[config.mk]
export PLATFORM = sky130hd
export DESIGN_NAME = pr_queue_unit
export DESIGN_NICKNAME = d
export VERILOG_FILES = /design/src/verilog/pr_queue_pkg.sv /design/src/verilog/pr_axi_read_port.sv /design/src/verilog/pr_issue_wb.sv /design/src/verilog/pr_queue_unit.sv /design/src/verilog/pr_request_fifo.sv
export SDC_FILE = /design/constraint.sdc
export NUM_CORES = 1
export LEC_CHECK = 0
export BUFFER_PORTS_ARGS = -buffer_cell sky130_fd_sc_hd__buf_2
export CAP_MARGIN = 25
export CELL_PAD_IN_SITES_DETAIL_PLACEMENT = 1
export CELL_PAD_IN_SITES_GLOBAL_PLACEMENT = 2
export CORE_UTILIZATION = 44
export DETAILED_ROUTE_END_ITERATION = 8
export PLACE_DENSITY = 0.89
export SYNTH_ARGS = -nofsm -noshare
export SYNTH_HDL_FRONTEND = slang
export SYNTH_HIERARCHICAL = 1
export SYNTH_SLANG_ARGS = --single-unit
[constraint.sdc]
create_clock -name clk -period 5.9 [get_ports clk]
set_clock_uncertainty 0.05 [all_clocks]
set_input_delay 0.295 -clock clk [delete_from_list [all_inputs] [get_ports clk]]
set_output_delay 0.295 -clock clk [all_outputs]
set_load 0.03 [all_outputs]
[src/verilog/pr_queue_pkg.sv]
`default_nettype none

package pr_queue_pkg;

    // Field widths of a reconfiguration request
    localparam int OU_ID_W     = 8;
    localparam int GRID_SLOT_W = 8;

    // Width of the instruction id carried from issue to writeback
    localparam int ISSUE_ID_W  = 3;

    // Read offsets on the AXI-lite window
    localparam logic [3:0] PEEK_ADDR = 4'h4;
    localparam logic [3:0] POP_ADDR  = 4'h8;

    // One queued request, packs as {ou_id, grid_slot}
    typedef struct packed {
        logic [OU_ID_W-1:0]     ou_id;
        logic [GRID_SLOT_W-1:0] grid_slot;
    } pr_request_t;

    // Core to unit issue bundle
    typedef struct packed {
        logic                  new_request;
        logic [ISSUE_ID_W-1:0] id;
        pr_request_t           request;
    } pr_issue_t;

    // Completion bundle back to the core
    typedef struct packed {
        logic                  done;
        logic [ISSUE_ID_W-1:0] id;
    } pr_wb_t;

    // Operation decoded from the read address
    typedef enum logic {
        PR_PEEK,
        PR_POP
    } pr_read_op_e;

    // Read port FSM states
    typedef enum logic [1:0] {
        RD_ADDR,
        RD_CAPTURE,
        RD_DATA
    } pr_read_state_e;

endpackage

`default_nettype wire

[src/verilog/pr_axi_read_port.sv]
`timescale 1ns/1ps
`default_nettype none

module pr_axi_read_port (
    input  logic                      clk,
    input  logic                      rst,
    input  logic [3:0]                s_axi_araddr,
    input  logic                      s_axi_arvalid,
    output logic                      s_axi_arready,
    output logic [31:0]               s_axi_rdata,
    output logic                      s_axi_rvalid,
    input  logic                      s_axi_rready,
    input  pr_queue_pkg::pr_request_t head,
    input  logic                      head_valid,
    output logic                      pop
);

    // Zero padding above the request in the read word
    localparam int PAD_W = 32 - $bits(pr_queue_pkg::pr_request_t);

    pr_queue_pkg::pr_read_state_e state;
    pr_queue_pkg::pr_read_op_e    addr_op;
    pr_queue_pkg::pr_read_op_e    op;

    logic accept;

    // Address decode, unknown offsets behave as a peek
    always_comb begin
        case (s_axi_araddr)
            pr_queue_pkg::PEEK_ADDR: addr_op = pr_queue_pkg::PR_PEEK;
            pr_queue_pkg::POP_ADDR:  addr_op = pr_queue_pkg::PR_POP;
            default:                 addr_op = pr_queue_pkg::PR_PEEK;
        endcase
    end

    // An address is only taken while something is queued
    assign accept = (state == pr_queue_pkg::RD_ADDR) && s_axi_arvalid && head_valid;

    // Read FSM with registered handshake flags
    always_ff @(posedge clk) begin
        if (!rst) begin
            state         <= pr_queue_pkg::RD_ADDR;
            s_axi_arready <= 1'b0;
            s_axi_rvalid  <= 1'b0;
            pop           <= 1'b0;
        end else begin
            // arready and pop are single-cycle pulses
            s_axi_arready <= 1'b0;
            pop           <= 1'b0;

            case (state)
                pr_queue_pkg::RD_ADDR: begin
                    if (accept) begin
                        state         <= pr_queue_pkg::RD_CAPTURE;
                        s_axi_arready <= 1'b1;
                    end
                end

                pr_queue_pkg::RD_CAPTURE: begin
                    state        <= pr_queue_pkg::RD_DATA;
                    s_axi_rvalid <= 1'b1;
                    pop          <= (op == pr_queue_pkg::PR_POP);
                end

                pr_queue_pkg::RD_DATA: begin
                    // rvalid holds until the master takes the data
                    if (s_axi_rready) begin
                        state        <= pr_queue_pkg::RD_ADDR;
                        s_axi_rvalid <= 1'b0;
                    end
                end

                default: begin
                    state <= pr_queue_pkg::RD_ADDR;
                end
            endcase
        end
    end

    // Latched operation for the current read
    always_ff @(posedge clk) begin
        if (accept) begin
            op <= addr_op;
        end
    end

    // Head is sampled once, so rdata stays stable under back-pressure
    always_ff @(posedge clk) begin
        if (state == pr_queue_pkg::RD_CAPTURE) begin
            s_axi_rdata <= {{PAD_W{1'b0}}, head};
        end
    end

endmodule

`default_nettype wire

[src/verilog/pr_issue_wb.sv]
`timescale 1ns/1ps
`default_nettype none

module pr_issue_wb (
    input  logic                      clk,
    input  logic                      rst,
    input  pr_queue_pkg::pr_issue_t   issue,
    output logic                      issue_ready,
    input  logic                      fifo_full,
    output logic                      push,
    output pr_queue_pkg::pr_request_t push_data,
    output pr_queue_pkg::pr_wb_t      wb,
    input  logic                      wb_ack
);

    logic                                  waiting_for_ack;
    logic                                  issue_fire;
    logic                                  done_q;
    logic [pr_queue_pkg::ISSUE_ID_W-1:0]   id_q;

    // One request in flight at a time, and only when there is room
    assign issue_ready = !waiting_for_ack && !fifo_full;
    assign issue_fire  = issue.new_request && issue_ready;

    // Queue the request on the issue edge itself
    assign push      = issue_fire;
    assign push_data = issue.request;

    // Ack-wait flag
    always_ff @(posedge clk) begin
        if (!rst) begin
            waiting_for_ack <= 1'b0;
        end else if (issue_fire) begin
            // set wins over clear
            waiting_for_ack <= 1'b1;
        end else if (wb_ack) begin
            waiting_for_ack <= 1'b0;
        end
    end

    // Done strobe, held across the wait and dropped after the ack
    always_ff @(posedge clk) begin
        if (!rst) begin
            done_q <= 1'b0;
        end else if (!waiting_for_ack) begin
            done_q <= issue_fire;
        end else if (wb_ack) begin
            done_q <= 1'b0;
        end
    end

    // Id follows the issue side until a request is taken
    always_ff @(posedge clk) begin
        if (!waiting_for_ack) begin
            id_q <= issue.id;
        end
    end

    assign wb.done = done_q;
    assign wb.id   = id_q;

endmodule

`default_nettype wire

[src/verilog/pr_queue_unit.sv]
`timescale 1ns/1ps
`default_nettype none

module pr_queue_unit #(
    parameter int DEPTH = 4
) (
    input  logic                    clk,
    input  logic                    rst,

    // Issue and writeback toward the core
    input  pr_queue_pkg::pr_issue_t issue,
    output logic                    issue_ready,
    output pr_queue_pkg::pr_wb_t    wb,
    input  logic                    wb_ack,

    // Queue holds at least one request
    output logic                    pr_request_pending,

    // AXI-lite read channel for the management agent
    input  logic [3:0]              s_axi_araddr,
    input  logic                    s_axi_arvalid,
    output logic                    s_axi_arready,
    output logic [31:0]             s_axi_rdata,
    output logic                    s_axi_rvalid,
    input  logic                    s_axi_rready
);

    logic                      fifo_push;
    pr_queue_pkg::pr_request_t fifo_push_data;
    logic                      fifo_pop;
    pr_queue_pkg::pr_request_t fifo_head;
    logic                      fifo_valid;
    logic                      fifo_full;

    assign pr_request_pending = fifo_valid;

    pr_issue_wb issue_wb_i (
        .clk         (clk),
        .rst         (rst),
        .issue       (issue),
        .issue_ready (issue_ready),
        .fifo_full   (fifo_full),
        .push        (fifo_push),
        .push_data   (fifo_push_data),
        .wb          (wb),
        .wb_ack      (wb_ack)
    );

    pr_request_fifo #(
        .DEPTH (DEPTH)
    ) request_fifo_i (
        .clk      (clk),
        .rst      (rst),
        .push     (fifo_push),
        .data_in  (fifo_push_data),
        .pop      (fifo_pop),
        .data_out (fifo_head),
        .valid    (fifo_valid),
        .full     (fifo_full)
    );

    pr_axi_read_port read_port_i (
        .clk           (clk),
        .rst           (rst),
        .s_axi_araddr  (s_axi_araddr),
        .s_axi_arvalid (s_axi_arvalid),
        .s_axi_arready (s_axi_arready),
        .s_axi_rdata   (s_axi_rdata),
        .s_axi_rvalid  (s_axi_rvalid),
        .s_axi_rready  (s_axi_rready),
        .head          (fifo_head),
        .head_valid    (fifo_valid),
        .pop           (fifo_pop)
    );

endmodule

`default_nettype wire

[src/verilog/pr_request_fifo.sv]
`timescale 1ns/1ps
`default_nettype none

module pr_request_fifo #(
    parameter int DEPTH = 4
) (
    input  logic                      clk,
    input  logic                      rst,
    input  logic                      push,
    input  pr_queue_pkg::pr_request_t data_in,
    input  logic                      pop,
    output pr_queue_pkg::pr_request_t data_out,
    output logic                      valid,
    output logic                      full
);

    localparam int PTR_W = (DEPTH > 1) ? $clog2(DEPTH) : 1;
    localparam int CNT_W = $clog2(DEPTH + 1);

    localparam logic [PTR_W-1:0] LAST_PTR  = PTR_W'(DEPTH - 1);
    localparam logic [CNT_W-1:0] FULL_CNT  = CNT_W'(DEPTH);

    pr_queue_pkg::pr_request_t mem [DEPTH];

    logic [PTR_W-1:0] wr_ptr;
    logic [PTR_W-1:0] rd_ptr;
    logic [CNT_W-1:0] count;

    logic do_push;
    logic do_pop;

    // Writes are dropped when full, reads when empty
    assign do_push = push && !full;
    assign do_pop  = pop && valid;

    assign valid    = (count != '0);
    assign full     = (count == FULL_CNT);
    assign data_out = mem[rd_ptr];

    // Storage
    always_ff @(posedge clk) begin
        if (do_push) begin
            mem[wr_ptr] <= data_in;
        end
    end

    // Pointers wrap explicitly so DEPTH need not be a power of two
    always_ff @(posedge clk) begin
        if (!rst) begin
            wr_ptr <= '0;
        end else if (do_push) begin
            if (wr_ptr == LAST_PTR) begin
                wr_ptr <= '0;
            end else begin
                wr_ptr <= wr_ptr + 1'b1;
            end
        end
    end

    always_ff @(posedge clk) begin
        if (!rst) begin
            rd_ptr <= '0;
        end else if (do_pop) begin
            if (rd_ptr == LAST_PTR) begin
                rd_ptr <= '0;
            end else begin
                rd_ptr <= rd_ptr + 1'b1;
            end
        end
    end

    // Occupancy, a simultaneous push and pop leaves it unchanged
    always_ff @(posedge clk) begin
        if (!rst) begin
            count <= '0;
        end else begin
            case ({do_push, do_pop})
                2'b10:   count <= count + 1'b1;
                2'b01:   count <= count - 1'b1;
                default: count <= count;
            endcase
        end
    end

endmodule

`default_nettype wire
### Yosys cells after proc, flatten, opt, wreduce, memory -nomap -nowiden

Memories as Yosys holds them, arrays and structs flattened. A register that Yosys moved wholly into a read port is not among the register bits.
Index checks and enable logic that the tools add are counted.
W data, S select, Z words.

* memories kept: 1
* register bits after elaboration: 18
* memory bits (writable): 64

Memories
* request_fifo_i.mem: words 4, width 16, rd ports 1, clocked after Yosys merged registers in 1, wr ports 1, line pr_request_fifo.sv:23 `pr_queue_pkg::pr_request_t mem [DEPTH];`

* muxes and demuxes: 15
* eq/ne operators: 11
* add/sub/neg operators: 4
* reduce and logical (&&, ||, !) cells: 17

Operator list (count)
* $eq A2 B2 Y1 const B: 4
* $mux W1: 8
* $mux W2: 4
* $reduce_and A2 Y1: 4
* $logic_and A1 B1 Y1: 6
* $pmux W2 S3: 1
* $pmux W3 S2: 1
* $reduce_bool A2 Y1: 3
* $add A2 B1 Y2 const B: 2
* $eq A2 B1 Y1 const B: 2
* $eq A4 B4 Y1 const B: 1
* $ne A2 B2 Y1 const B: 2
* $add A3 B1 Y3 const B: 1
* $eq A3 B3 Y1 const B: 1
* $reduce_bool A3 Y1: 1
* $sub A3 B1 Y3 const B: 1
* $logic_not A1 Y1: 2
* $logic_not A2 Y1: 1
* $ne A2 B1 Y1 const B: 1
* $pmux W1 S2: 1

### Logic depth before layout (Yosys ltp)

* depth in word-level cells: 7
* mapped depth: 11
* gate-level depth less buffers: 10

### Cells and area by module

The synthesis kept the hierarchy.

Modules (own cells, without submodules)
* pr_request_fifo: sequential area each 2102.0 µm², instances 1, cells an instance 140, area an instance 2841.5 µm²
* pr_axi_read_port: sequential area each 610.6 µm², instances 1, cells an instance 49, area an instance 817.0 µm²
* pr_issue_wb: sequential area each 130.1 µm², instances 1, cells an instance 29, area an instance 314.1 µm²

### Worst setup path after synthesis

OpenSTA, ideal clock, no wires.

* kind: reg2reg
* start point: register request_fifo_i.count[2]
* end point: register request_fifo_i.count[2]
* setup time: 76 ps
* setup slack: 3597 ps
* data required time: 5774 ps
* stages on the path, launching flop included: 12
* arrival: 2177 ps
* cell sequence: dfxtp_1 > nor3b_2 > nor3b_4 > nor2b_1 > buf_2 > inv_1 > ha_1 > inv_1 > fa_1 > xor2_1 > or3_1 > a21boi_0

* word-level cells in the longest chain between the ends: 7

RTL lines
* start: declaration: line pr_request_fifo.sv:27 `logic [CNT_W-1:0] count;`
* start signal: assignment: line pr_request_fifo.sv:78 `2'b10: count <= count + 1'b1;`
* start signal: assignment: line pr_request_fifo.sv:79 `2'b01: count <= count - 1'b1;`
* start signal: assignment: line pr_request_fifo.sv:80 `default: count <= count;`
* $eq A3 B3 Y1 *: line pr_request_fifo.sv:37 `assign full = (count == FULL_CNT);`
* net fifo_full: line pr_queue_unit.sv:33 `logic fifo_full;`
* $logic_not A1 Y1 *: line pr_issue_wb.sv:22 `assign issue_ready = !waiting_for_ack && !fifo_full;`
* $logic_and A1 B1 Y1 *: line pr_issue_wb.sv:22
* $logic_and A1 B1 Y1 *: line pr_issue_wb.sv:23 `assign issue_fire = issue.new_request && issue_ready;`
* net fifo_push: line pr_queue_unit.sv:28 `logic fifo_push;`
* $logic_and A1 B1 Y1 *: line pr_request_fifo.sv:33 `assign do_push = push && !full;`
* $eq A2 B1 Y1 / $eq A2 B2 Y1 (equally long branches): line pr_request_fifo.sv:77 `case ({do_push, do_pop})`
* $pmux W3 S2 / $reduce_bool A2 Y1 (equally long branches)

Mark *: on every way through the listed nets, which the timed path passes. The rest lies on a longest branch.
A chain may end at the register's enable or synchronous reset.

### Final worst setup path

Ends and elaborated chain as after synthesis.

==> metrics <==
outcome=finished clean; Synth Area in Simple Gates=0.0542; GPL Wtd Cong=0.714; post-synthesis sequential area ratio=0.716; Pleak=1.59 nW; final slew viol count=0; CP arrival=2740 ps; total power=around 1.4 mW; worst hold path depth=1; Cell Count, Final, Fillers Out=371; synth cell count leaders=edfxtp_1 (84), buf_4 (33), dfxtp_1 (16); IO Pins=between 60 and 70; synthesized cell area=between 0.003 and 0.004 mm²; Yosys top cell area share=0.635; # resized after CTS=0; R2R Path Start=request_fifo_i/count[2]; Post-DP HPWL=4300 µm; Critical Path End Type=flip-flop; # diodes=0; vias per cell=5.04; number of synthesized flops with an enable pin=84; Syn Area/Cell=18.2 µm²; area added between synthesis and finish=9.86%; TritonCTS clock tree=built; Max Cap Viol=0; worst reg-to-reg path cell count=10; DR pass1 iterations=4; Synth Flop Type=edfxtp_1; Buf+Inv Stages, Crit Path=2; slowest CP cell=dfxtp_1; number of buffers created by CTS=9; # port buffers=52; CP Max Fanout=7; Sink Count=100; Total GRT Usage=0.144; count of cell types in the netlist=36; CP Launch Type=flip-flop; Worst Path Required=6150 ps; first-pass GRT wire length=around 10000 µm; Die W=approximately 97 µm; R2R setup slack=~3400 ps; final hold violations=0; Synth Area in Adders=0.0239; Synth Area in Compound Gates=0.0170; fin area=0.00436 mm²; fraction of synthesized cell area in xor and xnor cells=0.00441; crit share post-route=0.423; Worst-Skew Late Latency=370 ps; Root Buffer=clkbuf_8; 1st-iter DRT viols=62; hold path startpoint=issue[16]; synth top area cells=edfxtp_1 (63%), dfxtp_1 (8.1%), buf_4 (6.2%); endpoints failing setup=0; Post-route DRC=0; f_max=around 0.40 GHz; largest net degree at the start of global routing=20; initial antenna violation count=0; ANT nets after route=0; placed insts=354; reg2reg end=request_fifo_i/count[2]; setup repair bufs after CTS=0; P per Cell Area=317 mW/mm²; CTS H-Tree Depth=3; post-detailed-routing wire length=6280 µm; Hold/Removal Path Class=input pin to flip-flop; Synth area leader=edfxtp_1; Tmin final=2490 ps; Syn. warnings=6; CTS clock-pin slew for the worst setup and hold paths=100 ps; nets=294; Slew @ Worst Pin=862 ps; fraction of layout cells with a size suffix above 1=0.319; post-synthesis cell count=218; most numerous cell in the Yosys netlist=edfxtp_1; maximum vdd drop=0.161 mV; Area after DPL=0.00413 mm²; total grt overflow=0; post-synthesis mux area share=0.101; WHS Endpoint=issue_wb_i/id_q[0]; Core Region=0.00872 mm²; Critical Setup Path Class=flip-flop to flip-flop; critical path's largest stage delay=390 ps; CP top delay family=simple AND/OR/NAND/NOR gates; share of async-settable or async-resettable flops after synthesis=0; Seq cells post-synth=100; FP Rows=34; die height=97.0 µm; # hold bufs at CTS=0; max_slew headroom=0.425; die area=0.00941 mm²; final core utilization=0.500; Clock Tree Buf Depth=2; RSZ-0062 raised after global routing=no; CP Cell Sequence=nor3b_2, nor3b_4, nor2b_1, inv_1, ha_1, inv_1, fa_1, xor2_1, or3_1, a21boi_0; largest family of logic cells by synthesized area=multiplexers; Initial Util=0.456; Sum Neg Setup Slack=0 ps; vias=~1900; routed len/inst=approximately 17 µm; Crit path top cell by count=inv_1; vias in the first global route=slightly below 2000
-- final cells by class --
| cell class | instances | area [µm²] |
|---|---|---|
| flip-flops and latches | 100 | 2840 |
| multi-input cells | 86 | 858 |
| clock buffers | 9 | 124 |
| clock inverters | 7 | 86.3 |
| fillers | 838 | 4360 |
| inverters | 8 | 30.0 |
| repair buffers | 53 | 288 |
| well taps | 108 | 135 |
-- flip-flops by register name, indices dropped and copies added (netlist names), named ones only --
| name | count |
|---|---|
| issue_wb_i/done_q | 1 |
| issue_wb_i/id_q | 3 |
| issue_wb_i/waiting_for_ack | 1 |
| read_port_i/op | 1 |
| read_port_i/pop | 1 |
| read_port_i/s_axi_arready | 1 |
| read_port_i/s_axi_rdata | 16 |
| read_port_i/s_axi_rvalid | 1 |
| read_port_i/state | 2 |
| request_fifo_i/count | 3 |
| request_fifo_i/mem | 64 |
| request_fifo_i/rd_ptr | 2 |
| request_fifo_i/wr_ptr | 2 |
-- how the worst max path moves through the flow --
| stage | cells after the start | to | slack (ps) | startpoint |
|---|---|---|---|---|
| global route | 10 | request_fifo_i/count[2] | 3280 | request_fifo_i/count[2] |
| finish | 10 | request_fifo_i/count[2] | 3410 | request_fifo_i/count[2] |
| detailed placement | 10 | request_fifo_i/count[2] | 3400 | request_fifo_i/count[2] |
| CTS | 10 | request_fifo_i/count[2] | 3380 | request_fifo_i/count[2] |
| floorplan | 11 | request_fifo_i/count[2] | 3600 | request_fifo_i/count[2] |
| global placement | 10 | request_fifo_i/count[2] | 3530 | request_fifo_i/count[2] |
-- per-stage QoR --
| stage | setup WS, ps | hold WS (ps) |
|---|---|---|
| floorplan | 3600 | 344 |
| detailed placement | 3400 | 424 |
| global route | 3280 | 28.8 |
| global placement | 3530 | 422 |
| finish | 3410 | 52.7 |
| CTS | 3380 | 36.2 |
-- kinds of logic (layout without fill, tap and decap cells) --
kind of cell,Yosys count,count (layout)
adders and majority gates,7,7
other,1,16
AOI/OAI and AO/OA,10,10
buffers and inverters,47,77
and+or+nand+nor,33,33
xor gates and xnor gates,2,2
muxes,18,18
DFF,100,100
-- metal layers --
metal  up-vias  GRT usage  routed length, µm
li1        849          -                  -
met1       935      0.171               2540
met2        70      0.245               3280
met3        14     0.0376                317
met4         0     0.0700                141
met5         -          0                  0
-- cell usage in the layout (no fill, tap or decap) --
cell        count
and2_1          8
clkinvlp_4      1
or3_1           2
xnor2_1         1
nor4b_1         1
edfxtp_1       84
mux2i_1         2
and4bb_2        1
nor2b_1         2
nand3b_1        1
nor3b_1         1
nand2_1         7
clkbuf_8        9
a21boi_0        1
o31ai_1         1
mux4_2         10
nor3b_2         1
and3_2          1
conb_1         16
nor2_1          3
nor3b_4         1
dfxtp_1        16
o21a_1          3
mux4_1          6
inv_1           8
xor2_1          1
buf_16          1
ha_1            6
o211a_1         1
nand3_1         2
inv_8           2
inv_6           3
buf_2          52
and3b_1         1
fa_1            1
bufinv_16       1
o21ai_0         4
and2b_2         1
-- report_power, final --
part | internal (mW) | switching (mW) | leakage [nW]
clock | 0.206 | 0.250 | 0.105
combinational | 0.0362 | 0.0751 | 0.583
sequential | 0.802 | 0.0121 | 0.900
Power figures use the tool's default switching activity.
